**src/logic/tube_pkg.sv**
```systemverilog
package tube_pkg;

    // data path widths
    localparam int value_width = 32;
    localparam int digit_count = 8;
    localparam int bcd_width   = 4 * digit_count;
    localparam int seg_width   = 7;
    localparam int sel_width   = value_width / 8;
    localparam int pos_width   = $clog2(digit_count);

    // word addresses on the bus
    localparam int addr_width = 2;
    localparam logic [addr_width-1:0] addr_value  = 2'd0;
    localparam logic [addr_width-1:0] addr_ctrl   = 2'd1;
    localparam logic [addr_width-1:0] addr_status = 2'd2;

    // CTRL fields
    localparam int ctrl_enable_bit = 0;
    localparam int ctrl_hex_bit    = 1;

    // STATUS fields
    localparam int status_busy_bit = 0;
    localparam int status_ovf_bit  = 1;

    // eight decimal digits wrap at this value
    localparam logic [value_width-1:0] value_modulus = 32'd100_000_000;

    // 1 ms scan step with a 100 MHz board clock
    localparam int default_tick_period = 100_000;

endpackage

```
**src/logic/bcd_converter.sv**
```systemverilog
`timescale 1ns/1ns

module bcd_converter import tube_pkg::*; (
    input  logic                   clk_tube,
    input  logic                   rst_n,
    input  logic                   start,
    input  logic [value_width-1:0] value,
    output logic                   busy,
    output logic                   done,
    output logic [bcd_width-1:0]   digits
);

    logic [value_width-1:0]         shift_q;
    logic [bcd_width-1:0]           bcd_q;
    logic [bcd_width-1:0]           bcd_adj;
    logic [bcd_width-1:0]           bcd_next;
    logic [$clog2(value_width)-1:0] step;
    logic                           last;

    // add three to every digit that would overflow on the next shift
    always_comb begin
        for (int d = 0; d < digit_count; d++) begin
            if (bcd_q[4*d +: 4] >= 4'd5) begin
                bcd_adj[4*d +: 4] = bcd_q[4*d +: 4] + 4'd3;
            end else begin
                bcd_adj[4*d +: 4] = bcd_q[4*d +: 4];
            end
        end
    end

    // the top digit's carry falls off, which leaves value mod 10^8
    assign bcd_next = {bcd_adj[bcd_width-2:0], shift_q[value_width-1]};
    assign last     = (step == $bits(step)'(value_width - 1));

    always_ff @(posedge clk_tube or negedge rst_n) begin
        if (!rst_n) begin
            busy <= 1'b0;
            done <= 1'b0;
            step <= '0;
        end else begin
            done <= 1'b0;
            if (start) begin
                busy <= 1'b1;   // restart drops any conversion in flight
                step <= '0;
            end else if (busy) begin
                step <= step + 1'b1;
                if (last) begin
                    busy <= 1'b0;
                    done <= 1'b1;
                end
            end
        end
    end

    always_ff @(posedge clk_tube) begin
        if (start) begin
            shift_q <= value;
            bcd_q   <= '0;
        end else if (busy) begin
            shift_q <= shift_q << 1;
            bcd_q   <= bcd_next;
            if (last) begin
                digits <= bcd_next;   // publish with the final shift
            end
        end
    end

    // a start never lets the old conversion finish on the next edge
    restart_not_lost: assert property (
        @(posedge clk_tube) disable iff (!rst_n)
        start |=> (busy && !done)
    );

endmodule

```
**src/logic/digit_scanner.sv**
```systemverilog
`timescale 1ns/1ns

module digit_scanner import tube_pkg::*; (
    input  logic                   clk_tube,
    input  logic                   rst_n,
    input  logic                   tick,
    input  logic                   done,
    input  logic [bcd_width-1:0]   digits,
    input  logic [value_width-1:0] value,
    input  logic                   display_enable,
    input  logic                   hex_mode,
    output logic [seg_width-1:0]   seg_tube,
    output logic [digit_count-1:0] seg_enable
);

    logic [bcd_width-1:0] snap;
    logic [pos_width-1:0] pos;
    logic [pos_width-1:0] digit_idx;
    logic [pos_width-1:0] msd;
    logic [3:0]           nibble;
    logic                 lit;

    // active-low segments, bit 6 is g and bit 0 is a
    function automatic logic [seg_width-1:0] glyph(input logic [3:0] d);
        logic [seg_width-1:0] g;
        case (d)
            4'h0:    g = 7'b1000000;
            4'h1:    g = 7'b1111001;
            4'h2:    g = 7'b0100100;
            4'h3:    g = 7'b0110000;
            4'h4:    g = 7'b0011001;
            4'h5:    g = 7'b0010010;
            4'h6:    g = 7'b0000010;
            4'h7:    g = 7'b1111000;
            4'h8:    g = 7'b0000000;
            4'h9:    g = 7'b0010000;
            4'ha:    g = 7'b0001000;
            4'hb:    g = 7'b0000011;
            4'hc:    g = 7'b1000110;
            4'hd:    g = 7'b0100001;
            4'he:    g = 7'b0000110;
            default: g = 7'b0001110;   // F
        endcase
        return g;
    endfunction

    // position 0 is the leftmost digit, which is digit 7 counted from the right
    assign digit_idx = pos_width'(digit_count - 1) - pos;

    always_comb begin
        msd = '0;
        for (int d = 1; d < digit_count; d++) begin
            if (snap[4*d +: 4] != 4'd0) begin
                msd = pos_width'(d);
            end
        end
    end

    assign nibble = hex_mode ? value[4*digit_idx +: 4] : snap[4*digit_idx +: 4];
    assign lit    = hex_mode || (digit_idx <= msd);   // units digit always passes

    always_ff @(posedge clk_tube or negedge rst_n) begin
        if (!rst_n) begin
            snap <= '0;
        end else if (done) begin
            snap <= digits;
        end
    end

    always_ff @(posedge clk_tube or negedge rst_n) begin
        if (!rst_n) begin
            pos <= '0;
        end else if (tick) begin
            pos <= pos + 1'b1;   // wraps from 7 to 0
        end
    end

    always_ff @(posedge clk_tube or negedge rst_n) begin
        if (!rst_n) begin
            seg_tube   <= '1;
            seg_enable <= '1;
        end else if (!display_enable) begin
            seg_tube   <= '1;
            seg_enable <= '1;
        end else if (tick) begin
            // a blanked position keeps its enable with no segments lit
            seg_enable <= ~(digit_count'(1) << digit_idx);
            seg_tube   <= lit ? glyph(nibble) : '1;
        end
    end

    // one position at a time on the tube
    one_digit_enabled: assert property (
        @(posedge clk_tube) disable iff (!rst_n)
        $countones(~seg_enable) <= 1
    );

endmodule

```
**src/logic/refresh_ticker.sv**
```systemverilog
`timescale 1ns/1ns

module refresh_ticker import tube_pkg::*; #(
    parameter int TICK_PERIOD = default_tick_period
) (
    input  logic clk_tube,
    input  logic rst_n,
    output logic tick
);

    logic [31:0] count;

    always_ff @(posedge clk_tube or negedge rst_n) begin
        if (!rst_n) begin
            count <= 32'(TICK_PERIOD - 1);
            tick  <= 1'b0;
        end else begin
            tick <= (count == '0);
            if (count == '0) begin
                count <= 32'(TICK_PERIOD - 1);   // reload
            end else begin
                count <= count - 1'b1;
            end
        end
    end

    // a tick is a single-cycle strobe unless every cycle is a tick
    tick_single_cycle: assert property (
        @(posedge clk_tube) disable iff (!rst_n || TICK_PERIOD <= 1)
        tick |=> !tick
    );

endmodule

```
**src/logic/tube_bus_regs.sv**
```systemverilog
`timescale 1ns/1ns

module tube_bus_regs import tube_pkg::*; (
    input  logic                   clk_tube,
    input  logic                   rst_n,
    input  logic                   wb_cyc,
    input  logic                   wb_stb,
    input  logic                   wb_we,
    input  logic [addr_width-1:0]  wb_adr,
    input  logic [value_width-1:0] wb_dat_w,
    input  logic [sel_width-1:0]   wb_sel,
    output logic [value_width-1:0] wb_dat_r,
    output logic                   wb_ack,
    input  logic                   busy,
    output logic [value_width-1:0] value,
    output logic                   display_enable,
    output logic                   hex_mode,
    output logic                   start
);

    logic                   req;
    logic                   value_wr;
    logic                   ctrl_wr;
    logic                   overflow;
    logic [value_width-1:0] ctrl_reg;
    logic [value_width-1:0] status_word;

    assign req      = wb_cyc && wb_stb && !wb_ack;   // one ack per strobe
    assign value_wr = req && wb_we && (wb_adr == addr_value);
    assign ctrl_wr  = req && wb_we && (wb_adr == addr_ctrl);
    assign overflow = (value >= value_modulus);

    assign display_enable = ctrl_reg[ctrl_enable_bit];
    assign hex_mode       = ctrl_reg[ctrl_hex_bit];

    always_comb begin
        status_word                  = '0;
        status_word[status_busy_bit] = busy;
        status_word[status_ovf_bit]  = overflow;
    end

    always_ff @(posedge clk_tube or negedge rst_n) begin
        if (!rst_n) begin
            value    <= '0;
            ctrl_reg <= '0;
        end else begin
            for (int i = 0; i < sel_width; i++) begin
                if (value_wr && wb_sel[i]) begin
                    value[8*i +: 8] <= wb_dat_w[8*i +: 8];
                end
                if (ctrl_wr && wb_sel[i]) begin
                    ctrl_reg[8*i +: 8] <= wb_dat_w[8*i +: 8];
                end
            end
        end
    end

    always_ff @(posedge clk_tube or negedge rst_n) begin
        if (!rst_n) begin
            wb_ack   <= 1'b0;
            wb_dat_r <= '0;
            start    <= 1'b0;
        end else begin
            wb_ack <= req;
            start  <= value_wr;   // high while the write is acked
            if (req && !wb_we) begin
                case (wb_adr)
                    addr_value:  wb_dat_r <= value;
                    addr_ctrl:   wb_dat_r <= ctrl_reg;
                    addr_status: wb_dat_r <= status_word;
                    default:     wb_dat_r <= '0;   // unmapped, still acked
                endcase
            end
        end
    end

    // ack only answers a strobe seen on the previous edge
    ack_follows_strobe: assert property (
        @(posedge clk_tube) disable iff (!rst_n)
        wb_ack |-> $past(wb_cyc && wb_stb)
    );

endmodule

```
**src/logic/tube_display_top.sv**
```systemverilog
`timescale 1ns/1ns

module tube_display_top import tube_pkg::*; #(
    parameter int TICK_PERIOD = default_tick_period
) (
    input  logic                   clk_tube,
    input  logic                   rst_n,
    input  logic                   wb_cyc,
    input  logic                   wb_stb,
    input  logic                   wb_we,
    input  logic [addr_width-1:0]  wb_adr,
    input  logic [value_width-1:0] wb_dat_w,
    input  logic [sel_width-1:0]   wb_sel,
    output logic [value_width-1:0] wb_dat_r,
    output logic                   wb_ack,
    output logic [seg_width-1:0]   seg_tube,
    output logic [digit_count-1:0] seg_enable
);

    logic [value_width-1:0] value;
    logic [bcd_width-1:0]   digits;
    logic                   display_enable;
    logic                   hex_mode;
    logic                   start;
    logic                   busy;
    logic                   done;
    logic                   tick;

    tube_bus_regs u_regs (
        .clk_tube(clk_tube), .rst_n(rst_n),
        .wb_cyc(wb_cyc), .wb_stb(wb_stb), .wb_we(wb_we), .wb_adr(wb_adr),
        .wb_dat_w(wb_dat_w), .wb_sel(wb_sel), .wb_dat_r(wb_dat_r), .wb_ack(wb_ack),
        .busy(busy), .value(value), .display_enable(display_enable),
        .hex_mode(hex_mode), .start(start)
    );

    bcd_converter u_bcd (
        .clk_tube(clk_tube), .rst_n(rst_n), .start(start), .value(value),
        .busy(busy), .done(done), .digits(digits)
    );

    refresh_ticker #(
        .TICK_PERIOD(TICK_PERIOD)
    ) u_ticker (
        .clk_tube(clk_tube), .rst_n(rst_n), .tick(tick)
    );

    digit_scanner u_scanner (
        .clk_tube(clk_tube), .rst_n(rst_n), .tick(tick), .done(done),
        .digits(digits), .value(value), .display_enable(display_enable),
        .hex_mode(hex_mode), .seg_tube(seg_tube), .seg_enable(seg_enable)
    );

endmodule

```
**config.mk**
```make
export PLATFORM = sky130hd
export DESIGN_NAME = tube_display_top
export DESIGN_NICKNAME = d
export VERILOG_FILES = /design/src/logic/tube_pkg.sv /design/src/logic/bcd_converter.sv /design/src/logic/digit_scanner.sv /design/src/logic/refresh_ticker.sv /design/src/logic/tube_bus_regs.sv /design/src/logic/tube_display_top.sv
export SDC_FILE = /design/constraint.sdc
export NUM_CORES = 1
export LEC_CHECK = 0
export ABC_AREA = 1
export BUFFER_PORTS_ARGS = -buffer_cell sky130_fd_sc_hd__buf_2
export CAP_MARGIN = 20
export CORE_UTILIZATION = 55
export CTS_BUF_LIST = sky130_fd_sc_hd__clkbuf_8
export DETAILED_ROUTE_END_ITERATION = 16
export PLACE_DENSITY = 0.74
export SYNTH_ARGS = -nofsm -noshare
export SYNTH_HDL_FRONTEND = slang
export SYNTH_HIERARCHICAL = 1
export SYNTH_SLANG_ARGS = --single-unit
```
**constraint.sdc**
```tcl
create_clock -name clk_tube -period 8 [get_ports clk_tube]
set_input_delay 0.8 -clock clk_tube [delete_from_list [all_inputs] [get_ports clk_tube]]
set_output_delay 0.8 -clock clk_tube [all_outputs]
set_load 0.03 [all_outputs]
```
==> results.json, run 1 <==
{
  "synth_cells": 1690,
  "hp-class": "in -> async",
  "switchingPower_mw": 1.77,
  "place_hpwl_mm": 21.8,
  "setup-tns-final_ns": 0,
  "synth_top_family_by_area": "simple AND/OR/NAND/NOR gates",
  "grt_pass1_wl_mm": 52.4,
  "synth_area_leaders": "dfrtp_1 (29%), nand2_1 (14%), edfxtp_1 (13%), dfstp_2 (4.6%), dfxtp_1 (4.5%)",
  "place.gp.congestion": 0.878,
  "status": "complete, no violations",
  "drtAntennaViolNets": 0,
  "drt_first_iter_violations": 886,
  "num_antenna_cells": 0,
  "via_per_inst": 5.23,
  "synth_xor_area_share_pct": 0.861,
  "h-tree-depth": 2,
  "n_fill_cell": 2186,
  "port_buffers": 90,
  "cap_violations": 0,
  "grt_antenna_before_repair": 0,
  "clock.fmax_mhz": 392,
  "instances_no_fill": 2153,
  "ys_seq_area_share_pct": 51.3,
  "seqPwrFrac_pct": 42.4,
  "die_area_sq_um": 26500,
  "finalSetupViolCount": 0,
  "crit_path_cell_trace": "inv_2 > a21oi_1 > o21ai_0 > nand3_1 > nand3_1 > nand2_2 > inv_1 > ha_1 > nand2_2 > nor2_1 > nor2_1 > a21oi_2",
  "slew-limit-headroom_pct": 35.8,
  "start_util_pct": 56.4,
  "cts_root_buf": "clkbuf_8",
  "ctsHoldBuffers": 0,
  "grtUsageTotal_pct": 24.2,
  "syn_area_per_cell_sq_um": 8.43,
  "area_delta_synth_final_pct": 11.5,
  "ys_seq_elements": 284,
  "hold_viol_final": 0,
  "row_count": 58,
  "arrival_ns": 3.05,
  "dieWidth_microns": 163,
  "synth.area.mux_share_pct": 0,
  "synth-compound-area-share_pct": 9.31,
  "synth_top_area_share_pct": 28.6,
  "nets": 1862,
  "end_kind": "register",
  "peakVddDrop_v": 0.000197,
  "clk_path_buf_depth": 3,
  "synthSimpleGateAreaFrac_pct": 28.0,
  "rsz0062_at_grt": "false",
  "tritoncts": "done",
  "fin_skew_ns": 0.0311,
  "worst_pin_slew_ns": 0.963,
  "start_kind": "register",
  "required_ns": 8.49,
  "cts_made_buffers": 48,
  "fin_crit_ns": 2.55,
  "slowest_stage": "dfrtp_1",
  "layout_commonest_cell": "nand2_1",
  "utilization_pct": 62.9,
  "drive_above_1_share_pct": 17.3,
  "synthAdderAreaFrac_pct": 2.99,
  "final_cell_mix": "nand2_1 (544), inv_1 (186), dfrtp_1 (163)",
  "switching_share_pct": 35.4,
  "die_h_microns": 163,
  "netlist_area_sq_um": 14200,
  "clockPowerShare_pct": 27.4,
  "place_ws_ns": 5.40,
  "period_share_pct": 31.9,
  "io_pins": 91,
  "coreArea_sq_um": 25300,
  "wl_per_cell_microns": 14.4,
  "cts_resized": 0,
  "syn_nets": 1767,
  "cts_sinks": 284,
  "dp.cells": 2065,
  "p_int_mw": 3.23,
  "p_comb_share_pct": 30.2,
  "grt_overflow": 0,
  "final_max_slew_viol_count": 0,
  "critPathMaxStageDelay_ns": 0.80,
  "critPathKind": "reg -> reg",
  "routed_wl_mm": 30.9,
  "grt_max_degree": 113,
  "via_count": 11300,
  "crit_fanout": 20,
  "ys_types": 55,
  "drtPass1Iterations": 5,
  "clkTransAtPathRegs_ns": 0.06,
  "grt_pass1_vias": 10800,
  "post_cts_buffers": 0,
  "clk_latency_ns": 0.57,
  "drc": 0,
  "yosysWarnings": 6,
  "cellLeakagePower_nw": 7.60,
  "layout_setup_ws_ns": 5.45,
  "power_density_nw_per_um2": 315,
  "yosys.area.top_type": "dfrtp_1"
}
-- final timing paths --
check | from | to | slack [ns] | depth (start not counted)
worst min-delay path | rst_n | u_regs/wb_dat_r[20] | 0.33 | 1
worst min register to register | u_bcd/digits[3] | u_scanner/snap[3] | 0.45 | 2
min in group clk_tube | u_bcd/digits[3] | u_scanner/snap[3] | 0.45 | 2
max in group asynchronous | rst_n | u_ticker/count[5] | 6.15 | 2
worst max register to register | u_scanner/pos[0] | u_scanner/seg_tube[1] | 5.45 | 12
worst max-delay path | u_scanner/pos[0] | u_scanner/seg_tube[1] | 5.45 | 12
-- metal layers --
| layer | wire (microns) | global-route usage [%] |
|---|---|---|
| met2 | 14200 | 39.2 |
| met1 | 14600 | 33.6 |
| met3 | 1510 | 3.46 |
| met4 | 625 | 7.90 |
| met5 | 0 | 0 |
-- per-stage QoR --
stage	power, mW	instance area [sq um]	hold WS [ns]
2_1_floorplan	3.26	14200	0.426
3_3_place_gp	3.57	14800	0.436
3_5_place_dp	3.64	14800	0.445
4_1_cts	5.04	15900	0.350
5_1_grt	5.37	15900	0.399
6_report	5.01	15900	0.329
-- kinds of logic (layout without fill, tap and decap cells) --
group                    after synthesis  after routing
AND/OR/NAND/NOR                      899            899
AO/OA/AOI/OAI                        216            216
buffers and inverters                243            376
XOR/XNOR                              14             14
adder cells (fa/ha/maj)               34             34
flip-flops                           284            284
-- final cells by class --
cell class	count	area [sq um]	share of cell area, %
Timing Repair Buffer	98	527	3.32
Clock inverter	28	215	1.36
Tap cell	330	413	2.60
Inverter	190	736	4.63
Clock buffer	60	826	5.20
Multi-Input combinational cell	1163	5860	36.9
Sequential cell	284	7300	46.0
-- cells in the mapped netlist (all sizes together) --
master	count
nand2	567
inv	187
nor2	173
dfrtp	163
o21ai	141
nand3	105
edfxtp	64
ha	34
a31oi	32
dfxtp	32
buf	29
dfstp	25
clkbuf	24
nand4	20
and2	16
a21oi	11
xor2	10
nor4	8
o22ai	8
a21boi	7
nor3	7
o211ai	6
a41oi	4
xnor2	4
clkinv	3
o21bai	3
or2	3
a22o	2
a211oi	1
o41ai	1
-- power groups by stage --
stage | Combinational (mW) | Sequential, mW | Clock [mW]
floorplan | 1.12 | 2.14 | 0
global placement | 1.44 | 2.13 | 0
detailed placement | 1.50 | 2.14 | 0
CTS | 1.51 | 2.12 | 1.41
global route | 1.74 | 2.16 | 1.47
finish | 1.51 | 2.12 | 1.37
-- worst max-delay path, delay by kind of cell, from the launching register on --
kind	cells	cell delay (ns)
and+or+nand+nor	6	0.51
DFF	1	0.80
buffers and inverters	2	0.43
AOI/OAI and AO/OA	3	0.45
adders and majority gates	1	0.30
Power figures use the tool's default switching activity.
==> run 2: changes to the inputs <==
--- a/config.mk
+++ b/config.mk
@@ -11,7 +11,7 @@
 export CORE_UTILIZATION = 55
 export CTS_BUF_LIST = sky130_fd_sc_hd__clkbuf_8
 export DETAILED_ROUTE_END_ITERATION = 16
-export PLACE_DENSITY = 0.74
+export PLACE_DENSITY = 0.77
 export SYNTH_ARGS = -nofsm -noshare
 export SYNTH_HDL_FRONTEND = slang
 export SYNTH_HIERARCHICAL = 1
==> constraint.sdc (replaced) <==
create_clock -name clk_tube -period 2 [get_ports clk_tube]
set_input_delay 0.2 -clock clk_tube [delete_from_list [all_inputs] [get_ports clk_tube]]
set_output_delay 0.2 -clock clk_tube [all_outputs]
set_load 0.03 [all_outputs]
==> run 2 against run 1 <==
Effect of this change:
- the flow now finishes with violations (negative setup slack)
- setup slack lost 5.7 ns
- via count grew 4.2%
- non-clock buffer count grew 81
- worst hold slack lost 0.30 ns
- count of clock-buffer cells in the layout shrank 8
- combinational power grew to 4.6 times the previous value
- clock power grew to 4.0 times the previous value
- wire length grew 6.9%
- critical path depth grew 2
- first-iteration DRC count grew 35%
- core utilization grew 3.4 points
==> results.json, run 2 (synthesis results as in run 1) <==
{
  "status": "complete, but fails checks",
  "violations": "negative setup slack",
  "power_density_nw_per_um2": 1250,
  "clkTransAtPathRegs_ns": 0.06,
  "final_max_slew_viol_count": 0,
  "layout_setup_ws_ns": -0.266,
  "crit_family": "simple AND/OR/NAND/NOR gates",
  "via_count": 11700,
  "grt.busiest_layer": "met2",
  "clockPowerShare_pct": 25.9,
  "place_hpwl_mm": 22.8,
  "cts_made_buffers": 46,
  "die_h_microns": 163,
  "row_count": 58,
  "start_util_pct": 56.4,
  "groute.layer.met3.usage_pct": 4.30,
  "num_antenna_cells": 0,
  "drt_first_iter_violations": 1192,
  "grt_antenna_before_repair": 0,
  "crit_path_cell_trace": "nor4_4 > buf_4 > nand2_4 > a21oi_2 > nor2_1 > ha_1 > buf_4 > nand3_1 > nand2_2 > o21ai_4 > inv_4 > nand2_2 > a21oi_2 > nor2_1",
  "cap_violations": 0,
  "drc": 0,
  "cts_sinks": 284,
  "cp_num_buf_inv": 3,
  "grt_pass1_vias": 11400,
  "layout_commonest_cell": "nand2_1",
  "cts_root_buf": "clkbuf_8",
  "utilization_pct": 66.3,
  "met2_usage_pct": 41.7,
  "drtPass1Iterations": 6,
  "switching_share_pct": 35.9,
  "seqPwrFrac_pct": 40.6,
  "wl_per_cell_microns": 14.8,
  "tritoncts": "done",
  "clk_path_buf_depth": 3,
  "routed_wl_mm": 33.1,
  "peakVddDrop_v": 0.000632,
  "cellLeakagePower_nw": 7.98,
  "required_ns": 2.48,
  "grtUsageTotal_pct": 25.5,
  "clk_latency_ns": 0.56,
  "rsz0062_at_grt": "true",
  "io_pins": 91,
  "die_area_sq_um": 26500,
  "final_cell_mix": "nand2_1 (540), inv_1 (183), dfrtp_1 (163)",
  "p_int_mw": 13.4,
  "n_fill_cell": 1998,
  "coreArea_sq_um": 25300,
  "switchingPower_mw": 7.52,
  "hp-class": "in -> reg",
  "h-tree-depth": 2,
  "nets": 1941,
  "end_kind": "register",
  "start_kind": "register",
  "fin_crit_ns": 2.27,
  "critPathMaxStageDelay_ns": 0.42,
  "critPathKind": "reg -> reg",
  "drive_above_1_share_pct": 19.8,
  "crit_fanout": 6,
  "arrival_ns": 2.75,
  "slew-limit-headroom_pct": 68.0,
  "p_comb_share_pct": 33.5,
  "grt_overflow": 0,
  "drtAntennaViolNets": 0,
  "instances_no_fill": 2231,
  "hold_viol_final": 0,
  "worst_pin_slew_ns": 0.480,
  "grt_max_degree": 65,
  "slowest_stage": "dfrtp_1",
  "area_delta_synth_final_pct": 17.5,
  "via_per_inst": 5.26,
  "fin_skew_ns": 0.0215,
  "place.gp.congestion": 0.897,
  "use_met1_pct": 34.3,
  "port_buffers": 90,
  "finalSetupViolCount": 7,
  "dp.cells": 2110,
  "dieWidth_microns": 163,
  "period_share_pct": 113,
  "grt_pass1_wl_mm": 54.8,
  "clock.fmax_mhz": 441
}
run 2: metrics by stage:
stage                     worst slack [ns]  area [sq um]  hold slack, ns  power [mW]  setup TNS [ns]
final                               -0.266         16700          0.0256        20.9           -1.63
after global routing                -0.380         16700          0.0144        22.4           -2.41
after CTS                           -0.269         16700        0.000844        20.7           -1.55
after detailed placement            -0.417         15300           0.188        14.9           -2.57
after global placement              -0.369         15300           0.185        14.6           -2.32
after floorplan                     0.0194         14200         -0.0956        13.0               0
run 2: repair_timing:
action / CTS / global route
setup buffers: 1 / 0
resized for setup: 16 / 10
hold endpoints to repair: 166 / 0
hold buffers: 36 / 0
pin swaps: 10 / 8
endpoints found under the setup margin: 7 / 7
cloned: 0 / 0
run 2: power groups by stage:
stage | Sequential, mW | Clock [mW] | Combinational [mW]
CTS | 8.45 | 5.53 | 6.76
floorplan | 8.55 | 0 | 4.49
global placement | 8.46 | 0 | 6.12
global route | 8.63 | 5.83 | 7.90
detailed placement | 8.52 | 0 | 6.39
finish | 8.48 | 5.42 | 7.01
run 2: routing by layer:
layer	vias up	wire length (microns)
met5	-	0
met4	0	714
met2	378	15600
met3	57	1990
li1	5796	-
met1	5500	14700
run 2: worst min-delay path, cell delays in order:
cell and delay, ns:
buf_2 0.13, nor3_4 0.05, buf_4 0.15
run 2: layout make-up:
class	instances	area [sq um]	share of cell area [%]
Clock buffer	52	716	4.28
Clock inverter	33	292	1.74
Inverter	190	738	4.41
Multi-Input combinational cell	1163	5970	35.7
Sequential cell	284	7300	43.6
Tap cell	330	413	2.47
Timing Repair Buffer	179	1310	7.80
run 2: final timing paths:
path                                              end                from  cells after the start  slack [ns]
worst min-delay path                     u_regs/start           wb_adr[1]                      3        0.03
worst max-delay path            u_scanner/seg_tube[5]  u_scanner/snap[21]                     14       -0.27
worst max register to register  u_scanner/seg_tube[5]  u_scanner/snap[21]                     14       -0.27
worst min register to register     u_scanner/snap[31]    u_bcd/digits[31]                      2        0.45
min in group asynchronous         u_regs/wb_dat_r[26]               rst_n                      2        0.16
max in group asynchronous       u_scanner/seg_tube[1]               rst_n                      3        1.13
